<file path="config.mk">
export PLATFORM = sky130hd
export DESIGN_NAME = icache
export DESIGN_NICKNAME = d
export VERILOG_FILES = /design/src/rtl/mem_bus_pkg.sv /design/src/rtl/cache_pkg.sv /design/src/rtl/icache.sv
export SDC_FILE = /design/constraint.sdc
export NUM_CORES = 1
export LEC_CHECK = 0
export BUFFER_PORTS_ARGS = -buffer_cell sky130_fd_sc_hd__buf_2
export CAP_MARGIN = 20
export CORE_MARGIN = 2
export CORE_UTILIZATION = 50
export DETAILED_ROUTE_END_ITERATION = 8
export HOLD_SLACK_MARGIN = 0.03
export PLACE_DENSITY = 0.64
export SLEW_MARGIN = 20
export SYNTH_ARGS = -nofsm -noshare
export SYNTH_HDL_FRONTEND = slang
export SYNTH_SLANG_ARGS = --single-unit
</file>
<file path="constraint.sdc">
create_clock -name clk -period 4.23 [get_ports clk]
set_input_delay 0.2115 -clock clk [delete_from_list [all_inputs] [get_ports clk]]
set_output_delay 0.2115 -clock clk [all_outputs]
set_load 0.1 [all_outputs]
</file>
<file path="src/rtl/mem_bus_pkg.sv">
`default_nettype none

// types shared by the caches, the arbiter and main memory
package mem_bus_pkg;

   // 16-bit data word
   typedef logic [15:0] word_t;

   // word address, 64K words
   typedef logic [15:0] addr_t;

   // request from a cache toward memory
   // en stays high until the matching valid pulse
   typedef struct packed {
      logic  en;      // access requested
      logic  wr;      // 1 = write, 0 = read
      addr_t addr;
      word_t wdata;   // only used on writes
   } mem_req_t;

   // response from memory
   // vld is a one-cycle pulse that closes the access
   typedef struct packed {
      logic  vld;
      word_t rdata;   // don't care on writes
   } mem_rsp_t;

endpackage

`default_nettype wire

</file>
<file path="src/rtl/cache_pkg.sv">
`default_nettype none

// cache line layout and controller states, common to both caches
package cache_pkg;

   import mem_bus_pkg::*;

   // one word per line
   // the tag is the full word address so it does not depend on line count
   typedef struct packed {
      logic  vld;
      addr_t tag;
      word_t data;
   } cache_line_t;

   // miss / write-through controller
   typedef enum logic [1:0] {
      IDLE,        // lookups served from the array
      REQUEST,     // read request just raised
      WAIT_MEM,    // read outstanding, waiting for valid
      WRITE_THRU   // dcache only, write outstanding
   } cache_state_e;

endpackage

`default_nettype wire

</file>
<file path="src/rtl/icache.sv">
`timescale 1ns/10ps
`default_nettype none

// direct-mapped instruction cache
// looks up the fetch address every cycle and fills one line per miss
module icache
   import mem_bus_pkg::*;
   import cache_pkg::*;
#(
   parameter int CACHE_LINES = 16
) (
   input  wire logic     clk,
   input  wire logic     i_rst_n,
   input  wire addr_t    i_addr,      // fetch address, held while busy
   output word_t         o_instr,
   output logic          o_busy,
   output mem_req_t      o_mem_req,
   input  wire mem_rsp_t i_mem_rsp
);

   localparam int IDX_W = $clog2(CACHE_LINES);

   cache_line_t      lines [CACHE_LINES];
   cache_state_e     state;
   addr_t            req_addr;            // latched miss address
   logic [IDX_W-1:0] idx;
   cache_line_t      cur_line;
   logic             hit;

   assign idx      = i_addr[IDX_W-1:0];
   assign cur_line = lines[idx];
   assign hit      = cur_line.vld && (cur_line.tag == i_addr);
   assign o_instr  = cur_line.data;

   // miss raises busy in the same cycle
   assign o_busy = (state != IDLE) || !hit;

   // read only, request is up for the whole fill
   assign o_mem_req = '{en: (state != IDLE), wr: 1'b0, addr: req_addr, wdata: '0};

   always_ff @(posedge clk or negedge i_rst_n) begin
      if (!i_rst_n) begin
         state <= IDLE;
      end else begin
         case (state)
            IDLE: begin
               if (!hit) begin
                  state <= REQUEST;
               end
            end
            REQUEST: begin
               state <= WAIT_MEM;   // valid cannot come back this early
            end
            WAIT_MEM: begin
               if (i_mem_rsp.vld) begin
                  state <= IDLE;
               end
            end
            default: begin
               state <= IDLE;
            end
         endcase
      end
   end

   always_ff @(posedge clk) begin
      if (state == IDLE && !hit) begin
         req_addr <= i_addr;
      end
   end

   // line written on the valid edge, hit seen the cycle after
   always_ff @(posedge clk or negedge i_rst_n) begin
      if (!i_rst_n) begin
         for (int i = 0; i < CACHE_LINES; i++) begin
            lines[i] <= '0;
         end
      end else if (state == WAIT_MEM && i_mem_rsp.vld) begin
         lines[req_addr[IDX_W-1:0]] <= '{vld: 1'b1, tag: req_addr, data: i_mem_rsp.rdata};
      end
   end

   // fetch address must not move under an outstanding read
   a_req_addr_stable: assert property (@(posedge clk) disable iff (!i_rst_n)
      (state == WAIT_MEM) |-> $stable(i_addr));

endmodule

`default_nettype wire

</file>
==> reports/results.tsv <==
stage	metric	value	unit
clock_network	cts_inserted_buffers	58	
worst_setup_path	critical_path.startpoint_type	input pin	
sta	fin_ws	678	ps
placed_design	dp_area	25400	µm²
layout	layout_commonest_cell	dfrtp_1	
synth	ys_types	60	
power_and_ir_drop	cellLeakagePower	13.1	nW
drt	first_iter_violations	903	
layout	layout.cells.non_filler	2313	
power_and_ir_drop	ratio_of_total_power_to_cell_area	651	nW/µm²
synth	synth.yosys.warnings	0	
grt	grt_pass1_wl	90100	µm
floorplan	design.core.area	48600	µm²
layout	regArea	13700	µm²
layout	top_library_cells_by_usage_in_the_layout_fill_and_taps_aside	dfrtp_1 (530), mux2_2 (453), mux4_2 (117)	
clock_network	htreeDepth	2	
clock_network	root_buffer	clkbuf_16	
placed_design	globalplace.congestion	0.783	
synth	yosys_register_bits	546	
clock_network	tritoncts_clock_tree	done	
placed_design	place_ws	714	ps
worst_setup_path	reg2reg_slack	1460	ps
sta	skew	19.4	ps
sta	setup-tns-final	0	ps
layout	postLayoutCoreUtil	56.9	%
worst_setup_path	cp_data_arrival_time	3340	ps
drt	wl	57900	µm
sta	layout_worst_path_cycle_share	84.0	%
synth	netlist_area	24500	µm²
worst_setup_path	cp_data_required_time	4020	ps
drt	ant_nets	0	
worst_setup_path	worst_r2r_startpoint	state[1]	
layout	layout-area-overhead-vs-synth	13.3	%
placed_design	numPlacedInstances	2183	
sta	worst_slew_pin_slew	1070	ps
floorplan	die_width	225	µm
layout	finalNetCount	1677	
synth	number_of_enable_type_register_cells_in_the_synthesized_netlist	16	
synth	synth_flop_cell	dfrtp_1	
floorplan	ioPinCount	86	
layout	multi_input_combinational_cell_area	10100	µm²
worst_setup_path	timing.critical_path.to_type	primary output	
clock_network	worst_skew_pair.late_latency	620	ps
drt	drc	0	
synth	sequential_fraction_of_the_synthesis_area	56.2	%
clock_network	cts.clk_slew.worst_paths	60	ps
clock_network	cts.hold.buffers_added	21	
worst_setup_path	critPathMaxFanout	42	
sta	timing_max_transition_violations_final	0	
power_and_ir_drop	total_power	18.0	mW
clock_network	cts.repair.resized	0	
worst_setup_path	crit_path_start	i_addr[2]	
placed_design	buffer_ports.inserted	68	
sta	final_hold_slack	65.4	ps
sta	hold_viol	0	
sta	setup_viol	0	
drt	drt-pass1-iter-count	6	
synth	postSynthCellCount	1577	
grt	grt_overflow	0	
clock_network	ctsLongestPathBuffers	3	
floorplan	floorplan.die.height	225	µm
drt	vias	13700	
floorplan	effective_utilization_at_floorplan	50.3	%
sta	grt_setup_unrepaired	no	
placed_design	dp.final_hpwl	34200	µm
clock_network	clk_sinks	546	
synth	synth_area_per_cell	15.5	µm²
layout	final_area	27700	µm²
worst_hold_path	min-delay-start	i_mem_rsp[9]	
grt	grt_pass1_vias	14600	
power_and_ir_drop	ir_worst_vdd	0.543	mV
flow_run	maxCapViolCount	0	
synth	ys_async_sr_fraction	97.1	%
worst_hold_path	min_delay_path_class	in -> reg	
grt	grtUsageTotal	23.8	%
worst_setup_path	worstSetupPathType	in -> out	
sta	maximum_clock_frequency	282	MHz
sta	max-slew-margin-rel	28.5	%
layout	final_layout_size_suffix_gt1_share	49.0	%
layout	fillers	3874	
sta	period_needed	3550	ps
grt	pin_count_of_the_biggest_net_entering_global_routing	111	
drt	vias_per_cell	5.92	
floorplan	dieArea	50700	µm²
grt	grt_antenna_before_repair	2	
drt	routed_len_inst	25.0	µm
run_status	outcome	finished, final reports clean	
floorplan	num_rows	81	
clock_network	cts_post_setup_buffers_inserted	0	
## layout make-up
class / count / area share, %
diodes: 2 / 0.0181
clock buffers: 78 / 6.09
clock inverters: 29 / 1.34
inverters: 6 / 0.0813
multi-input cells: 901 / 36.5
flip-flops and latches: 546 / 49.6
well taps: 622 / 2.81
repair buffers: 129 / 3.51
## flip-flops by register name, indices dropped and copies added (netlist names)
name,count
req_addr,16
lines,528
state,2
## critical path, cell delays in order
cell	delay, ps
buf_4	570
buf_12	300
buf_4	260
mux4_2	520
nor3b_1	290
o211ai_1	130
a22oi_1	220
o2111a_1	280
nand3b_1	170
buf_2	350
## metal layers
layer	track usage (%)	vias to the layer above	wire [µm]
met4	6.22	0	1150
met5	0	-	0
met3	3.52	69	2620
li1	-	5892	-
met2	38.0	320	27300
met1	34.6	7404	26800
## worst paths after layout
check / cells after the start / to
max: 10 / o_busy
min: 2 / lines[108]
max reg2reg: 6 / lines[239]
min reg2reg: 1 / lines[348]
max in group asynchronous: 3 / lines[317]
min in group asynchronous: 2 / lines[498]
## synthesized netlist by cell type, drive strengths merged, types with 5 or more instances
| master | number | area (µm²) |
|---|---|---|
| a221oi | 5 | 43.8 |
| buf | 81 | 495 |
| nand3 | 5 | 25.0 |
| nor2b | 30 | 188 |
| a31oi | 5 | 31.3 |
| or2 | 23 | 144 |
| o21ai | 8 | 40.0 |
| nor3 | 10 | 55.1 |
| nand2 | 35 | 131 |
| edfxtp | 16 | 480 |
| nand2b | 35 | 219 |
| xor2 | 6 | 52.6 |
| and2 | 12 | 75.1 |
| clkbuf | 59 | 223 |
| nor4 | 5 | 37.5 |
| dfrtp | 530 | 13300 |
| mux2i | 39 | 390 |
| nor2 | 19 | 73.8 |
| inv | 5 | 18.8 |
| a21oi | 10 | 50.1 |
| mux2 | 453 | 5100 |
| xnor2 | 12 | 105 |
| mux4 | 124 | 2820 |
## cells by family after synthesis
family,count (synthesis),synth area share [%]
mux,616,34.0
flops,546,56.2
simple gates,194,4.47
buf+inv,146,3.03
compound gates,56,1.65
xor+xnor,18,0.645
other cells,1,0.0153
## power by group
part	internal (mW)	switching, mW	total (mW)
Sequential	7.07	1.05	8.12
Combinational	2.28	2.24	4.52
Clock	3.28	2.12	5.40
Total	12.6	5.40	18.0
No activity file was read; power rests on OpenSTA's default activity.
