## src/rtl/mem_bus_pkg.sv

```systemverilog
`default_nettype none

// types shared by the caches, the arbiter and main memory
package mem_bus_pkg;

   // 16-bit data word
   typedef logic [15:0] word_t;

   // word address, 64K words
   typedef logic [15:0] addr_t;

   // request from a cache toward memory
   // en stays high until the matching valid pulse
   typedef struct packed {
      logic  en;      // access requested
      logic  wr;      // 1 = write, 0 = read
      addr_t addr;
      word_t wdata;   // only used on writes
   } mem_req_t;

   // response from memory
   // vld is a one-cycle pulse that closes the access
   typedef struct packed {
      logic  vld;
      word_t rdata;   // don't care on writes
   } mem_rsp_t;

endpackage

`default_nettype wire

```

## src/rtl/cache_pkg.sv

```systemverilog
`default_nettype none

// cache line layout and controller states, common to both caches
package cache_pkg;

   import mem_bus_pkg::*;

   // one word per line
   // the tag is the full word address so it does not depend on line count
   typedef struct packed {
      logic  vld;
      addr_t tag;
      word_t data;
   } cache_line_t;

   // miss / write-through controller
   typedef enum logic [1:0] {
      IDLE,        // lookups served from the array
      REQUEST,     // read request just raised
      WAIT_MEM,    // read outstanding, waiting for valid
      WRITE_THRU   // dcache only, write outstanding
   } cache_state_e;

endpackage

`default_nettype wire

```

## src/rtl/dcache.sv

```systemverilog
`timescale 1ns/10ps
`default_nettype none

// direct-mapped data cache
// write-through, write update on hit, no allocate on write miss
module dcache
   import mem_bus_pkg::*;
   import cache_pkg::*;
#(
   parameter int CACHE_LINES = 16
) (
   input  wire logic     clk,
   input  wire logic     i_rst_n,
   input  wire logic     i_mem_en,    // read strobe
   input  wire logic     i_wrt_en,    // write strobe
   input  wire addr_t    i_addr,
   input  wire word_t    i_wdata,
   output word_t         o_data,
   output logic          o_busy,
   output mem_req_t      o_mem_req,
   input  wire mem_rsp_t i_mem_rsp
);

   localparam int IDX_W = $clog2(CACHE_LINES);

   cache_line_t      lines [CACHE_LINES];
   cache_state_e     state;
   addr_t            req_addr;
   word_t            req_wdata;
   logic             wr_done;    // write finished last edge
   logic [IDX_W-1:0] idx;
   cache_line_t      cur_line;
   logic             hit;
   logic             rd_miss;
   logic             wr_start;

   assign idx      = i_addr[IDX_W-1:0];
   assign cur_line = lines[idx];
   assign hit      = cur_line.vld && (cur_line.tag == i_addr);
   assign o_data   = cur_line.data;

   assign rd_miss  = i_mem_en && !hit;
   // strobe still up right after completion is not a new write
   assign wr_start = i_wrt_en && !wr_done;

   // writes always go to memory so they are busy even on a hit
   assign o_busy = (state != IDLE) || rd_miss || wr_start;

   assign o_mem_req = '{
      en:    (state != IDLE),
      wr:    (state == WRITE_THRU),
      addr:  req_addr,
      wdata: req_wdata
   };

   always_ff @(posedge clk or negedge i_rst_n) begin
      if (!i_rst_n) begin
         state   <= IDLE;
         wr_done <= 1'b0;
      end else begin
         wr_done <= (state == WRITE_THRU) && i_mem_rsp.vld;
         case (state)
            IDLE: begin
               if (wr_start) begin
                  state <= WRITE_THRU;
               end else if (rd_miss) begin
                  state <= REQUEST;
               end
            end
            REQUEST: begin
               state <= WAIT_MEM;
            end
            WAIT_MEM, WRITE_THRU: begin
               if (i_mem_rsp.vld) begin
                  state <= IDLE;
               end
            end
            default: begin
               state <= IDLE;
            end
         endcase
      end
   end

   // address and data captured when an access starts
   always_ff @(posedge clk) begin
      if (state == IDLE && (wr_start || rd_miss)) begin
         req_addr  <= i_addr;
         req_wdata <= i_wdata;
      end
   end

   always_ff @(posedge clk or negedge i_rst_n) begin
      if (!i_rst_n) begin
         for (int i = 0; i < CACHE_LINES; i++) begin
            lines[i] <= '0;
         end
      end else if (state == IDLE && wr_start && hit) begin
         lines[idx].data <= i_wdata;      // update on hit, miss leaves array alone
      end else if (state == WAIT_MEM && i_mem_rsp.vld) begin
         lines[req_addr[IDX_W-1:0]] <= '{vld: 1'b1, tag: req_addr, data: i_mem_rsp.rdata};
      end
   end

   // caller issues either a read or a write, never both
   a_strobe_excl: assert property (@(posedge clk) disable iff (!i_rst_n)
      !(i_mem_en && i_wrt_en));

endmodule

`default_nettype wire

```

## config.mk

```make
export PLATFORM = sky130hd
export DESIGN_NAME = dcache
export DESIGN_NICKNAME = d
export VERILOG_FILES = /design/src/rtl/mem_bus_pkg.sv /design/src/rtl/cache_pkg.sv /design/src/rtl/dcache.sv
export SDC_FILE = /design/constraint.sdc
export NUM_CORES = 1
export LEC_CHECK = 0
export BUFFER_PORTS_ARGS = -buffer_cell sky130_fd_sc_hd__buf_2
export CAP_MARGIN = 20
export CORE_MARGIN = 4
export CORE_UTILIZATION = 55
export CTS_CLUSTER_DIAMETER = 50
export DETAILED_ROUTE_END_ITERATION = 6
export PLACE_DENSITY_LB_ADDON = 0.15
export REMOVE_ABC_BUFFERS = 1
export SETUP_SLACK_MARGIN = 0.05
export SLEW_MARGIN = 5
export SYNTH_ARGS = -nofsm -noshare
export SYNTH_HDL_FRONTEND = slang
export SYNTH_SLANG_ARGS = --single-unit
```

## constraint.sdc

```tcl
create_clock -name clk -period 5.51 [get_ports clk]
set_clock_uncertainty 0.05 [all_clocks]
set_input_delay 0.2755 -clock clk [delete_from_list [all_inputs] [get_ports clk]]
set_output_delay 0.2755 -clock clk [all_outputs]
set_load 0.05 [all_outputs]
```

==> results.md <==
- Antenna violations before repair: 1
- GRT Total Usage: 0.305
- # DRC: 0
- Pwr Total: 15.7 mW
- Initial core utilization: 0.558
- Slew Limit Fails: 0
- Crit-path cells: buf_6, buf_4, mux2_2, o21ai_0, nor3b_1, o32ai_1, a2111oi_2, nand3_1, or2_1, nand2_1, nand3_1, buf_2
- Most used cell, CP: nand3_1
- Worst min-delay path class: input pin to flip-flop
- EDFF count, synth: 32
- Crit path launch: i_addr[1]
- PwrDens: 513 mW/mm^2
- Final Setup Violations: 0
- Fmax: 229 MHz
- Crit end category: output port
- CTS tree: built
- Final nets: 2294
- Core box area: 0.0492 mm^2
- IO Port Bufs: 103
- Mapped Area: 0.0274 mm^2
- Share of post-route cells with drive strength above 1: 0.272
- RR Startpoint: lines[50]$_DFFE_PN0P_
- Final WL: 80.8 mm
- HP Start: i_wdata[15]
- Yosys warns: 0
- Critical path peak fanout: 69
- Period minus WS final: 4.37 ns
- Post-synthesis async set-or-reset flop share: 0.943
- H-tree depth: 3
- Startpoint class of the critical path: input pin
- Synth Flop Type: dfrtp_1
- Vias in the first global route: 20100
- Pleak: 14.1 nW
- Slew headroom: 0.227
- Worst EP required: 5.18 ns
- Final hold slack: 0.0468 ns
- RSZ-0062 raised after global routing: no
- Post-synthesis sequential area ratio: 0.520
- CP Data Arrival Time: 4.04 ns
- Clock Tree Root: clkbuf_16
- Fin Setup TNS: 0 ns
- Buf/Inv on CP: 3
- Clock Tree Buf Depth: 3
- CTS sink cnt: 563
- Later-pin clock latency in the skew report: 0.60 ns
- DP HPWL: 46.7 mm
- Setup Buffers After CTS: 0
- Pin count of the biggest net entering global routing: 167
- Via count: 19700
- Remaining global-route overflow: 0
- CP max stage cell: buf_6
- Status: finished clean
- Wire per inst: 27.4 um
- Area of the multi-input gates: 0.0122 mm^2
- Seq cells post-synth: 563
- Fin crit share: 0.793
- Clock-pin slew on the worst setup and hold paths: 0.05 ns
- First-pass GRT wire length: 125 mm
- Vias per cell: 6.68
- Register area: 0.0142 mm^2
- Peak VDD IR: 0.305 mV
- Syn Inst Count: 2243
- Max_cap viols: 0
- Final instance area: 0.0306 mm^2
- Largest stage delay, worst path: 0.63 ns
- Die ar.: 0.0535 mm^2
- CP delay by family, top: buffers and inverters
- Die Ht: 231 um
- Class of the most critical setup path: input pin to output port
- I/O pin cnt: 104
- Placer Congestion: 0.842
- Num CTS Buffers: 67
- FILL cells: 3728
- Row count: 81
- Starting DRT DRC Count: 2067
- Slew @ Worst Pin: 1.15 ns
- Placed Area: 0.0284 mm^2
- Final core occ: 0.623
- Drt pass-1 iters: 6
- Die span in x: 231 um
- Syn-to-layout area delta: 11.7%
- Final hold violations: 0
- Netlist cell types: 58
- Mean Syn Cell Area: 12.2 um^2
- Final ANT Viol Nets: 0
flip-flops by register name (all words and copies together), names as in the netlist:
signal	count
lines	528
req_addr	16
req_wdata	16
state	2
wr_done	1
through the flow:
stage	instances	setup WS (ns)
2_1_floorplan	1988	-0.216
3_3_place_gp	2822	0.902
3_5_place_dp	2822	0.878
4_1_cts	2953	1.16
5_1_grt	2954	0.952
6_report	2954	1.14
power by group:
part / leakage (nW) / internal, mW / switching, mW
clock network: 1.02 / 2.50 / 1.73
registers: 7.19 / 5.89 / 0.933
logic: 5.85 / 2.46 / 2.19
layout make-up:
cell class / count / area share
Multi-Input combinational cell: 1413 / 0.398
Inverter: 12 / 0.00147
Sequential cell: 563 / 0.465
Clock buffer: 100 / 0.0638
Tap cell: 664 / 0.0271
Timing Repair Buffer: 184 / 0.0395
Clock inverter: 17 / 0.00437
Antenna cell: 1 / 0.0000817
worst register-to-register path: stages (launching register included):
cell and delay [ns]:
dfrtp_1 0.38, mux4_2 0.47, mux2_2 0.29, a211o_1 0.28
o21ai_0 0.09, o2111ai_1 0.13, or4_1 0.58, buf_4 0.29
or2_1 0.32, a21oi_1 0.31, nor2_4 0.04, buf_4 0.34
repair_timing:
action	CTS	global route
gates resized for setup	0	0
endpoints found under the hold margin	92	0
hold buffers	14	0
logic make-up (layout without fill, tap and decap cells):
family                 Yosys count  in the layout  synth area share
flip-flops                     563            563             0.520
AO/OA/AOI/OAI                  316            316             0.106
XOR/XNOR                        16             16           0.00511
AND/OR/NAND/NOR                741            741             0.142
buffers and inverters          267            313            0.0410
other                            0              1                 0
multiplexers                   340            340             0.185
path summary, 6_finish.rpt:
| check | depth (start not counted) | end | slack (ns) |
|---|---|---|---|
| max in group asynchronous | 3 | lines[234]$_DFFE_PN0P_ | 3.79 |
| max | 12 | o_busy | 1.14 |
| min in group asynchronous | 2 | lines[523]$_DFFE_PN0P_ | 0.21 |
| max reg2reg | 11 | req_addr[15]$_DFFE_PP_ | 1.55 |
| min | 1 | req_wdata[15]$_DFFE_PP_ | 0.05 |
| min reg2reg | 1 | lines[197]$_DFFE_PN0P_ | 0.41 |
placed cells by master, fill, tap and decap left out, types with 18 or more instances in the layout:
| cell | count |
|---|---|
| a21oi_1 | 18 |
| a221o_1 | 226 |
| and2_1 | 20 |
| buf_2 | 99 |
| buf_4 | 66 |
| clkbuf_1 | 22 |
| clkbuf_16 | 71 |
| dfrtp_1 | 531 |
| edfxtp_1 | 32 |
| mux2_2 | 163 |
| mux2i_1 | 59 |
| mux4_2 | 118 |
| nand2_1 | 316 |
| nand2b_1 | 21 |
| nand3_1 | 20 |
| nor2_1 | 91 |
| nor2b_1 | 20 |
| nor3b_1 | 155 |
| or2_2 | 39 |
synthesized netlist by cell type (5+ instances only):
cell / instances / area share
buf_1: 49 / 0.0067
buf_2: 52 / 0.0095
nand3_1: 21 / 0.0038
edfxtp_1: 32 / 0.035
nor2b_1: 20 / 0.0046
nand2_1: 317 / 0.043
buf_4: 7 / 0.0019
o21ai_0: 8 / 0.0015
a21oi_1: 18 / 0.0033
xnor2_1: 11 / 0.0035
xor2_1: 5 / 0.0016
and2_1: 20 / 0.0046
clkbuf_1: 143 / 0.020
dfrtp_1: 531 / 0.48
nor3b_1: 155 / 0.042
or2_2: 39 / 0.0089
mux4_2: 118 / 0.097
a21o_1: 13 / 0.0036
nand2b_1: 21 / 0.0048
mux2i_1: 59 / 0.022
inv_1: 12 / 0.0016
a22oi_1: 5 / 0.0014
mux2_2: 163 / 0.067
nor2_1: 104 / 0.014
a221o_1: 226 / 0.083
a22o_1: 7 / 0.0022
nor3_1: 11 / 0.0020
nor4_4: 9 / 0.0070
a221oi_1: 6 / 0.0019
per-layer routing:
| metal | global-route usage | wire length [um] | vias up |
|---|---|---|---|
| met1 | 0.438 | 34100 | 10300 |
| li1 | - | - | 8268 |
| met5 | 0 | 0 | - |
| met3 | 0.0771 | 7420 | 193 |
| met4 | 0.103 | 2610 | 0 |
| met2 | 0.460 | 36600 | 972 |
Note: power is estimated with default switching activity, not from simulation.
