==> config.mk <==
export PLATFORM = sky130hd
export DESIGN_NAME = memory_arbiter
export DESIGN_NICKNAME = d
export VERILOG_FILES = /design/src/rtl/mem_bus_pkg.sv /design/src/rtl/memory_arbiter.sv
export SDC_FILE = /design/constraint.sdc
export NUM_CORES = 1
export LEC_CHECK = 0
export ABC_AREA = 0
export BUFFER_PORTS_ARGS = -buffer_cell sky130_fd_sc_hd__buf_2
export CORE_AREA = 2 2 60 62
export DETAILED_ROUTE_END_ITERATION = 6
export DIE_AREA = 0 0 62 64
export PLACE_DENSITY = 0.79
export SLEW_MARGIN = 10
export SYNTH_ARGS = -nofsm -noshare
export SYNTH_HDL_FRONTEND = slang
export SYNTH_SLANG_ARGS = --single-unit
==> constraint.sdc <==
create_clock -name clk -period 2.2 [get_ports clk]
set_clock_uncertainty 0.2 [all_clocks]
set_input_delay 0.44 -clock clk [delete_from_list [all_inputs] [get_ports clk]]
set_output_delay 0.44 -clock clk [all_outputs]
set_load 0.02 [all_outputs]
==> src/rtl/mem_bus_pkg.sv <==
`default_nettype none

// types shared by the caches, the arbiter and main memory
package mem_bus_pkg;

   // 16-bit data word
   typedef logic [15:0] word_t;

   // word address, 64K words
   typedef logic [15:0] addr_t;

   // request from a cache toward memory
   // en stays high until the matching valid pulse
   typedef struct packed {
      logic  en;      // access requested
      logic  wr;      // 1 = write, 0 = read
      addr_t addr;
      word_t wdata;   // only used on writes
   } mem_req_t;

   // response from memory
   // vld is a one-cycle pulse that closes the access
   typedef struct packed {
      logic  vld;
      word_t rdata;   // don't care on writes
   } mem_rsp_t;

endpackage

`default_nettype wire

==> src/rtl/memory_arbiter.sv <==
`timescale 1ns/10ps
`default_nettype none

// single memory port shared by icache and dcache
// icache wins when both ask, grant held until the valid pulse
module memory_arbiter
   import mem_bus_pkg::*;
(
   input  wire logic     clk,
   input  wire logic     i_rst_n,
   input  wire mem_req_t i_ireq,
   input  wire mem_req_t i_dreq,
   output mem_req_t      o_mem_req,
   input  wire mem_rsp_t i_mem_rsp,
   output mem_rsp_t      o_irsp,
   output mem_rsp_t      o_drsp
);

   logic own_icache;   // owner of the access in flight
   logic in_flight;
   logic sel_icache;

   // owner keeps the port until its valid pulse
   assign sel_icache = in_flight ? own_icache : i_ireq.en;
   assign o_mem_req  = sel_icache ? i_ireq : i_dreq;

   always_ff @(posedge clk or negedge i_rst_n) begin
      if (!i_rst_n) begin
         in_flight  <= 1'b0;
         own_icache <= 1'b0;
      end else if (!in_flight) begin
         if (o_mem_req.en) begin
            in_flight  <= 1'b1;          // memory accepts on this edge
            own_icache <= sel_icache;
         end
      end else if (i_mem_rsp.vld) begin
         in_flight <= 1'b0;
      end
   end

   // valid goes to the owner only
   assign o_irsp = '{vld: i_mem_rsp.vld && in_flight && own_icache,
                     rdata: i_mem_rsp.rdata};
   assign o_drsp = '{vld: i_mem_rsp.vld && in_flight && !own_icache,
                     rdata: i_mem_rsp.rdata};

   // memory only answers accesses this arbiter granted
   a_vld_in_flight: assert property (@(posedge clk) disable iff (!i_rst_n)
      i_mem_rsp.vld |-> in_flight);

endmodule

`default_nettype wire

==> results.toml, run 1 <==
[logic_synthesis]
async_flop_share_pct = 100
syn-num-nets = 170
netlist_instances = 83
yosysTopAreaCell = "mux2_2"
synthFlopType = "dfrtp_1"
ys_seq_area_share_pct = 6.02
yosysMostFrequentCell = "buf_4"
synth_common_cells = "buf_4 (32), mux2_2 (23), mux2_4 (10)"
synthTopCellsByArea = "mux2_2 (31%), buf_4 (29%), mux2_4 (18%)"
syn_avg_cell_area_um2 = 10.0
yosys.area.top_type_share_pct = 31.1
synth.distinct_cells = 16
synth_edf_count = 0
ys_seq_elements = 2
yosys_warnings = 0
synth_area_um2 = 832

[timing]
hold_slack_ns = 0.281
setup_ws_ns = -0.0842
maxSlewViolCount = 0
fin_crit_ns = 2.28
tightestPinTransition_ns = 0.218
hold_violations = 0
max_slew_margin_pct = 85.4
fin_crit_sh_pct = 104
setup_viol = 33
fmax_mhz = 438
rsz0062_at_grt = "true"

[placement]
post-dp-hpwl_mm = 2.28
port-buffer-count = 106
routabilityCongestion = 0.757
numPlacedInstances = 202

[final_layout]
fin_nets = 255
final-instance-count-excl-fill = 212
antenna_cells = 0
nFillCells = 310
syn_to_final_growth_pct = 94.9
drive_gt1_share_pct = 92.8
final_core_util_pct = 49.4

[clock_network]
insertion_delay_ns = 0.22
cts_tree = "built"
h-tree-depth = 1
cts_buffer_depth = 2
cts.sink_count = 2
cts.reportedPaths.clkPinSlew_ns = 0.03
root_buffer = "clkbuf_4"
cts_buffers = 3

[die]
core_area_um2 = 3280
core.rowCount = 21
die_h_um = 64
die_area_um2 = 3970
start_util_pct = 25.3
io_pins = 155
chipWidth_um = 62

[hold_path]
hp-class = "input pin to register"

[route]
first_pass_iters = 2
antenna_left = 0
drtIter0Drc = 5
routedWlPerCell_um = 15.5
finalWirelength_mm = 3.29
via_per_inst = 4.24
drcViolationCount = 0
num_vias = 898

[global_routing]
grt_pass1_vias = 819
grtUsageTotal_pct = 12.4
grt_max_degree = 24
grt_pass1_wl_mm = 3.61
antenna_found_initial = 0
overflow = 0

[worst_setup_path]
cpMaxStageDelayCell = "dfrtp_1"
path_class = "register to output port"
r2r_cells = 3
startpoint = "in_flight"
crit_end = "o_mem_req[24]"
reg2reg_from = "in_flight"
cp_slowest_stage_delay_ns = 0.39
cp.arrival_ns = 1.64
cp_max_fo = 6
cp_cell_sequence = "mux2i_4 -> buf_12 -> clkbuf_16 -> mux2_4 -> buf_6"
cp.required_ns = 1.56
end_kind = "output port"
r2r_end = "in_flight"
reg2reg_slack_ns = 0.92
startpoint_type = "register"

[run_status]
status = "finished with violations"
violations = "negative setup slack"

[job]
cap_viol_max_count = 0

[power_and_ir_drop]
peakVddDrop_uv = 285
power_uw = 980
p_leak_nw = 0.916
power_density_nw_per_um2 = 604
metal layers:
metal | vias up | wire, um | global-route usage [%]
met5 | - | 0 | 0
met4 | 0 | 8 | 5.85
met3 | 4 | 262 | 3.24
met2 | 57 | 1930 | 22.8
met1 | 413 | 1080 | 12.2
li1 | 424 | - | -
stage by stage:
stage	setup TNS, ns	setup slack, ns	cell area, um^2
2_1_floorplan	0	0.230	832
3_3_place_gp	0	0.0835	1170
3_5_place_dp	0	0.0613	1170
4_1_cts	-2.57	-0.104	1210
5_1_grt	-4.20	-0.150	1620
6_report	-2.10	-0.0842	1620
cells in the final DEF, fill, tap and decap left out:
cell           synthesis  layout
mux2_4                10      33
dfrtp_1                2       2
clkbuf_4               0       3
clkbuf_16              0       3
dlygate4sd3_1          0       1
nor2_1                 1       1
a21oi_1                1       1
buf_6                  3      33
inv_1                  2       2
and3_2                 1       1
mux2i_4                1       1
buf_8                  1       1
or2b_1                 1       1
o21ai_0                2       2
buf_4                 32       2
o31a_2                 1       1
a31oi_1                1       1
buf_2                  0      73
buf_12                 0       3
nand2_1                1       1
how the worst min path moves through the flow:
stage | from | cells past startpoint | slack (ns) | endpoint
2_1_floorplan | i_rst_n | 0 | -0.06 | in_flight
3_3_place_gp | i_rst_n | 1 | 0.03 | own_icache
3_5_place_dp | i_rst_n | 1 | 0.03 | own_icache
4_1_cts | i_dreq[33] | 2 | 0.27 | in_flight
5_1_grt | i_dreq[33] | 2 | 0.28 | in_flight
6_report | i_dreq[33] | 2 | 0.28 | in_flight
what timing repair did:
item / in CTS / in global routing
hold endpoints to repair: 2 / 0
hold buffers: 1 / 0
setup buffers: 0 / 2
resized for setup: 3 / 90
pin swaps: 0 / 0
cloned: 0 / 4
setup endpoints to repair: 33 / 33
final cells by class:
cell class | count | area (um^2) | share of cell area, %
repair buffers | 116 | 912 | 56.2
flip-flops and latches | 2 | 50.0 | 3.09
well taps | 46 | 57.6 | 3.55
multi-input cells | 43 | 572 | 35.3
clock buffers | 3 | 22.5 | 1.39
inverters | 2 | 7.51 | 0.463
power by group:
group          switching (mW)  internal, mW  leakage (nW)  total (mW)
combinational           0.341         0.505         0.880       0.846
sequential            0.00987        0.0430        0.0224      0.0529
clock                  0.0202        0.0601        0.0138      0.0804
sequential cells by signal, summed over array words and instances (netlist names):
| register | flops |
|---|---|
| own_icache | 1 |
| in_flight | 1 |
cells by family after synthesis:
family,after synthesis,synth area share (%)
buffers and inverters,38,35.6
multiplexers,34,51.9
flip-flops,2,6.02
AND/OR/NAND/NOR,4,2.71
AO/OA/AOI/OAI,5,3.76
worst max-delay path: cells and delay by family (launching register included):
kind | cells | cell delay [ns]
buffers and inverters | 3 | 0.44
DFF | 1 | 0.39
muxes | 2 | 0.58
No activity file was read; power rests on OpenSTA's default activity.
==> run 2, diff against run 1 <==
--- a/config.mk
+++ b/config.mk
@@ -5,12 +5,13 @@
 export SDC_FILE = /design/constraint.sdc
 export NUM_CORES = 1
 export LEC_CHECK = 0
-export ABC_AREA = 0
+export ABC_AREA = 1
 export BUFFER_PORTS_ARGS = -buffer_cell sky130_fd_sc_hd__buf_2
-export CORE_AREA = 2 2 60 62
+export CORE_MARGIN = 1
+export CORE_UTILIZATION = 28
 export DETAILED_ROUTE_END_ITERATION = 6
-export DIE_AREA = 0 0 62 64
-export PLACE_DENSITY = 0.79
+export PLACE_DENSITY = 0.81
+export SKIP_LAST_GASP = 1
 export SLEW_MARGIN = 10
 export SYNTH_ARGS = -nofsm -noshare
 export SYNTH_HDL_FRONTEND = slang
==> results.toml, run 2 <==
[run_status]
status = "complete, no violations"

[logic_synthesis]
yosys_warnings = 0
synth_top_family_by_area = "simple AND/OR/NAND/NOR gates"
synthTopCellsByArea = "nand3_1 (36%), buf_4 (27%), nand2_1 (14%)"
ys_seq_elements = 2
synthXorXnorAreaFrac_pct = 0
synth_area_um2 = 928
synthSimpleGateAreaFrac_pct = 54.4
yosys.area.top_type_share_pct = 36.1
synth.distinct_cells = 14
async_flop_share_pct = 100
synth_common_cells = "nand3_1 (67), nand2_1 (35), buf_4 (33)"
synth_mux_area_share_pct = 0
synth_fa_ha_area_share_pct = 0
ys_seq_area_share_pct = 5.39
netlist_instances = 161
synthFlopType = "dfrtp_1"
yosysMostFrequentCell = "nand3_1"
synth_edf_count = 0
yosysTopAreaCell = "nand3_1"
syn_avg_cell_area_um2 = 5.77
syn-num-nets = 248
synth_compound_area_share_pct = 1.89

[power_and_ir_drop]
p_leak_nw = 0.828
power_density_nw_per_um2 = 875
p_seq_share_pct = 5.3
p_comb_share_pct = 87.0
peakVddDrop_uv = 504
pwr-share-clk_pct = 7.7
p_int_uw = 456
power.switching_uw = 649
p_sw_share_pct = 58.7

[timing]
max_slew_margin_pct = 78.5
hold_violations = 0
setup_viol = 0
fin_crit_sh_pct = 92.4
fmax_mhz = 492
maxSlewViolCount = 0
tightestPinTransition_ns = 0.322
fin_crit_ns = 2.03
rsz0062_at_grt = "false"
fin_tns_setup_ns = 0

[route]
finalWirelength_mm = 2.72
drtIter0Drc = 35
num_vias = 1293
via_per_inst = 4.67
first_pass_iters = 4
antenna_left = 0
routedWlPerCell_um = 9.81
drcViolationCount = 0

[global_routing]
top_usage_layer = "met2"
overflow = 0
grtUsageMet1_pct = 14.5
grt_pass1_wl_mm = 3.70
grt_max_degree = 34
grt_pass1_vias = 956
met3_usage_pct = 1.97
antenna_found_initial = 0
grtUsageTotal_pct = 13.3
gr-usage-met2_pct = 24.7

[placement]
port-buffer-count = 106
post-dp-hpwl_mm = 2.18
placed_cell_area_um2 = 1230
numPlacedInstances = 273
routabilityCongestion = 0.690

[worst_setup_path]
crit_buf_inv = 2
startpoint_type = "register"
cp_slowest_stage_delay_ns = 0.40
reg2reg_from = "in_flight"
cp_max_fo = 33
cp.arrival_ns = 1.39
path_class = "register to output port"
cp.required_ns = 1.56
cp_cell_sequence = "inv_2 -> nand2_4 -> nand3_1 -> nand2_1 -> buf_2"
end_kind = "output port"
startpoint = "in_flight"
cpMaxStageDelayCell = "dfrtp_1"
crit_family = "simple AND/OR/NAND/NOR gates"

[die]
io_pins = 155
start_util_pct = 29.9
die_area_um2 = 3550
chipWidth_um = 59.6
core.rowCount = 20
die_h_um = 59.6
core_area_um2 = 3100

[clock_network]
cts_resized = 0
cts_tree = "built"
cts.sink_count = 2
cts_buffer_depth = 2
insertion_delay_ns = 0.23
cts_buffers = 3
cts.reportedPaths.clkPinSlew_ns = 0.03
h-tree-depth = 1
root_buffer = "clkbuf_4"

[final_layout]
drive_gt1_share_pct = 51.5
final-instance-count-excl-fill = 277
antenna_cells = 0
final_cell_area_um2 = 1260
nFillCells = 357
layout_commonest_cell = "buf_2"
top_regs = "in_flight (1), own_icache (1)"
syn_to_final_growth_pct = 36.1
final_cell_mix = "buf_2 (106), nand3_1 (67), nand2_1 (35), buf_4 (5)"
fin_nets = 322

[hold_path]
hp-start = "i_mem_rsp[16]"
hp-class = "input pin to register"

[job]
cap_viol_max_count = 0
-- run 2: cell types whose count changed after synthesis, sizes merged, moves of 2 or more --
cell | before | now
nand2 | 1 | 39
mux2 | 33 | 0
inv | 2 | 4
nand3 | 0 | 67
buf | 36 | 44
-- run 2: worst reg2reg max path, stage by stage (launching register included) --
cell      delay (ns)
dfrtp_1         0.40
inv_2           0.09
nand2_2         0.07
buf_4           0.22
o211ai_1        0.12
-- run 2: cell families after synthesis --
family,count (synthesis)
AO/OA/AOI/OAI,3
buffers and inverters,48
flip-flops,2
AND/OR/NAND/NOR,108
-- run 2: worst paths after layout --
kind	to	slack, ns	cells after the start
setup / recovery	o_mem_req[7]	0.17	5
hold / removal	in_flight	0.21	2
setup reg to reg	own_icache	0.97	4
hold reg to reg	own_icache	0.42	2
max in group asynchronous	in_flight	1.37	2
min in group asynchronous	own_icache	0.33	2
-- run 2: per-layer routing --
| metal | vias up | wire length [um] |
|---|---|---|
| li1 | 651 | - |
| met3 | 8 | 263 |
| met2 | 73 | 1340 |
| met4 | 0 | 40 |
| met1 | 561 | 1070 |
| met5 | - | 0 |
-- run 2: metrics by stage --
| stage | setup WS [ns] | utilization [%] | hold slack (ns) | total power [mW] |
|---|---|---|---|---|
| floorplan | 0.545 | - | -0.0556 | 0.827 |
| global placement | 0.320 | 39.7 | 0.0292 | 1.01 |
| detailed placement | 0.301 | 39.7 | 0.0299 | 1.02 |
| CTS | 0.182 | 40.7 | 0.211 | 1.11 |
| global route | 0.0905 | 40.7 | 0.239 | 1.20 |
| finish | 0.168 | 40.7 | 0.207 | 1.11 |
-- run 2: power by group through the flow --
stage	registers (mW)	logic [mW]	clock network, mW
2_1_floorplan	0.0573	0.770	0
5_1_grt	0.0593	1.05	0.0897
3_3_place_gp	0.0588	0.953	0
4_1_cts	0.0586	0.964	0.0855
6_report	0.0587	0.961	0.0852
3_5_place_dp	0.0590	0.960	0
-- run 2: layout make-up --
| type | instances | area (um^2) | share of cell area [%] |
|---|---|---|---|
| Inverter | 4 | 15.0 | 1.19 |
| Sequential cell | 2 | 50.0 | 3.96 |
| Tap cell | 44 | 55.1 | 4.36 |
| Multi-Input combinational cell | 111 | 523 | 41.4 |
| Timing Repair Buffer | 113 | 598 | 47.3 |
| Clock buffer | 3 | 22.5 | 1.78 |
-- run 2: what timing repair did --
item,CTS,global route
hold buffers,1,0
buffers inserted,0,0
endpoints found under the hold margin,2,0
==> run 3, diff against run 2 <==
==> constraint.sdc (replaced) <==
create_clock -name clk -period 2.2 [get_ports clk]
set_clock_uncertainty 0.2 [all_clocks]
set_input_delay 0.11 -clock clk [delete_from_list [all_inputs] [get_ports clk]]
set_output_delay 0.11 -clock clk [all_outputs]
set_load 0.02 [all_outputs]
==> results.toml, run 3 (synthesized netlist as in run 2, its figures left out) <==
[route]
route.met2.wl_mm = 1.34
finalWirelength_mm = 2.75
antenna_left = 0
first_pass_iters = 5
drtIter0Drc = 32
wl_met3_um = 296
highest_layer = "met4"
num_vias = 1308
via_per_inst = 4.77
drcViolationCount = 0
routedWlPerCell_um = 10.1
wl_met1_mm = 1.10

[power_and_ir_drop]
p_seq_share_pct = 5.5
p_sw_share_pct = 60.8
peakVddDrop_uv = 510
pwr-share-clk_pct = 7.7
p_int_uw = 415
power_density_nw_per_um2 = 855
power_mw = 1.06
p_leak_nw = 0.808
p_comb_share_pct = 86.8
power.switching_uw = 643

[global_routing]
antenna_found_initial = 0
grt_pass1_vias = 1010
grt_max_degree = 36
overflow = 0
grt_pass1_wl_mm = 3.91
grtUsageTotal_pct = 14.2

[placement]
routabilityCongestion = 0.697
port-buffer-count = 106
post-dp-hpwl_mm = 1.92

[clock_network]
insertion_delay_ns = 0.22
h-tree-depth = 1
cts_tree = "built"
cts.sink_count = 2
root_buffer = "clkbuf_4"
cts_buffer_depth = 2
cts.reportedPaths.clkPinSlew_ns = 0.03
cts_hold_buf = 4
cts_buffers = 3
post_cts_buffers = 0
cts_resized = 0

[die]
die_area_um2 = 3550
die_h_um = 59.6
core_area_um2 = 3100
chipWidth_um = 59.6
io_pins = 155
core.rowCount = 20
start_util_pct = 29.9

[worst_setup_path]
reg2reg_slack_ns = 0.62
crit_end = "o_mem_req[10]"
cp.required_ns = 1.89
reg2reg_from = "in_flight"
cp_slowest_stage_delay_ns = 0.46
startpoint = "in_flight"
r2r_end = "in_flight"
cpMaxStageDelayCell = "nand2_2"
cp.arrival_ns = 1.61
r2r_cells = 4
cp_max_fo = 35
cp_cell_sequence = "inv_2 -> nand2_2 -> nand3_1 -> nand2_1 -> buf_2"
startpoint_type = "register"
end_kind = "output port"
path_class = "register to output port"

[timing]
setup_viol = 0
fin_crit_sh_pct = 87.5
tightestPinTransition_ns = 0.628
fin_tns_setup_ns = 0
hold_violations = 0
fmax_mhz = 520
hold_slack_ns = 0.00544
max_slew_margin_pct = 58.0
rsz0062_at_grt = "false"
fin_crit_ns = 1.92
maxSlewViolCount = 0

[final_layout]
top_regs = "in_flight (1), own_icache (1)"
regArea_um2 = 50.0
final_cell_mix = "buf_2 (106), nand3_1 (67), nand2_1 (35), dlygate4sd3_1 (4)"
fin_nets = 319
multi_input_area_um2 = 523
drive_gt1_share_pct = 49.6
antenna_cells = 0
layout_commonest_cell = "buf_2"
nFillCells = 340
syn_to_final_growth_pct = 33.2

[hold_path]
hp-class = "input pin to asynchronous set/reset pin"

[run_status]
status = "complete, no violations"

[job]
cap_viol_max_count = 0
## run 3: changes by cell type in the layout (fill, tap and decap cells not counted)
| cell | before | now |
|---|---|---|
| buf_12 | 1 | 0 |
| buf_4 | 5 | 0 |
| dlygate4sd3_1 | 1 | 4 |
## run 3: worst min-delay path by stage
stage | startpoint | endpoint | slack, ns
after global routing | i_rst_n | in_flight | 0.004
final | i_rst_n | in_flight | 0.005
after global placement | i_rst_n | in_flight | -0.30
after detailed placement | i_rst_n | own_icache | -0.30
after floorplan | i_rst_n | in_flight | -0.39
after CTS | i_rst_n | in_flight | 0.0003
## run 3: power groups by stage
stage               Combinational (mW)  Sequential, mW  Clock, mW
finish                           0.918          0.0585     0.0812
global route                      1.01          0.0601     0.0874
CTS                              0.916          0.0584     0.0873
detailed placement               0.902          0.0588          0
global placement                 0.895          0.0578          0
floorplan                        0.770          0.0573          0
## run 3: per-layer routing
layer  GRT usage, %  up-vias
met4           6.98        0
met1           15.3      575
met5              0        -
li1               -      648
met3           2.62        4
met2           26.2       81
## run 3: cell type report
type	instances	area share, %
multi-input cells	111	42.3
clock buffers	3	1.82
flip-flops and latches	2	4.05
well taps	44	4.45
inverters	4	1.21
repair buffers	110	46.2
## run 3: stage by stage
step	setup WS, ns	cell area (um^2)	utilization, %	std cells
after global placement	0.572	1170	37.8	267
after global routing	0.149	1240	39.8	274
after CTS	0.267	1240	39.8	274
after detailed placement	0.519	1170	37.8	267
final	0.276	1240	39.8	274
after floorplan	0.875	928	-	161
## run 3: critical path: cells and delay by family (launching register included)
| family | cells | cell delay, ns |
|---|---|---|
| AND/OR/NAND/NOR | 3 | 0.74 |
| flip-flops | 1 | 0.39 |
| buffers and inverters | 2 | 0.25 |
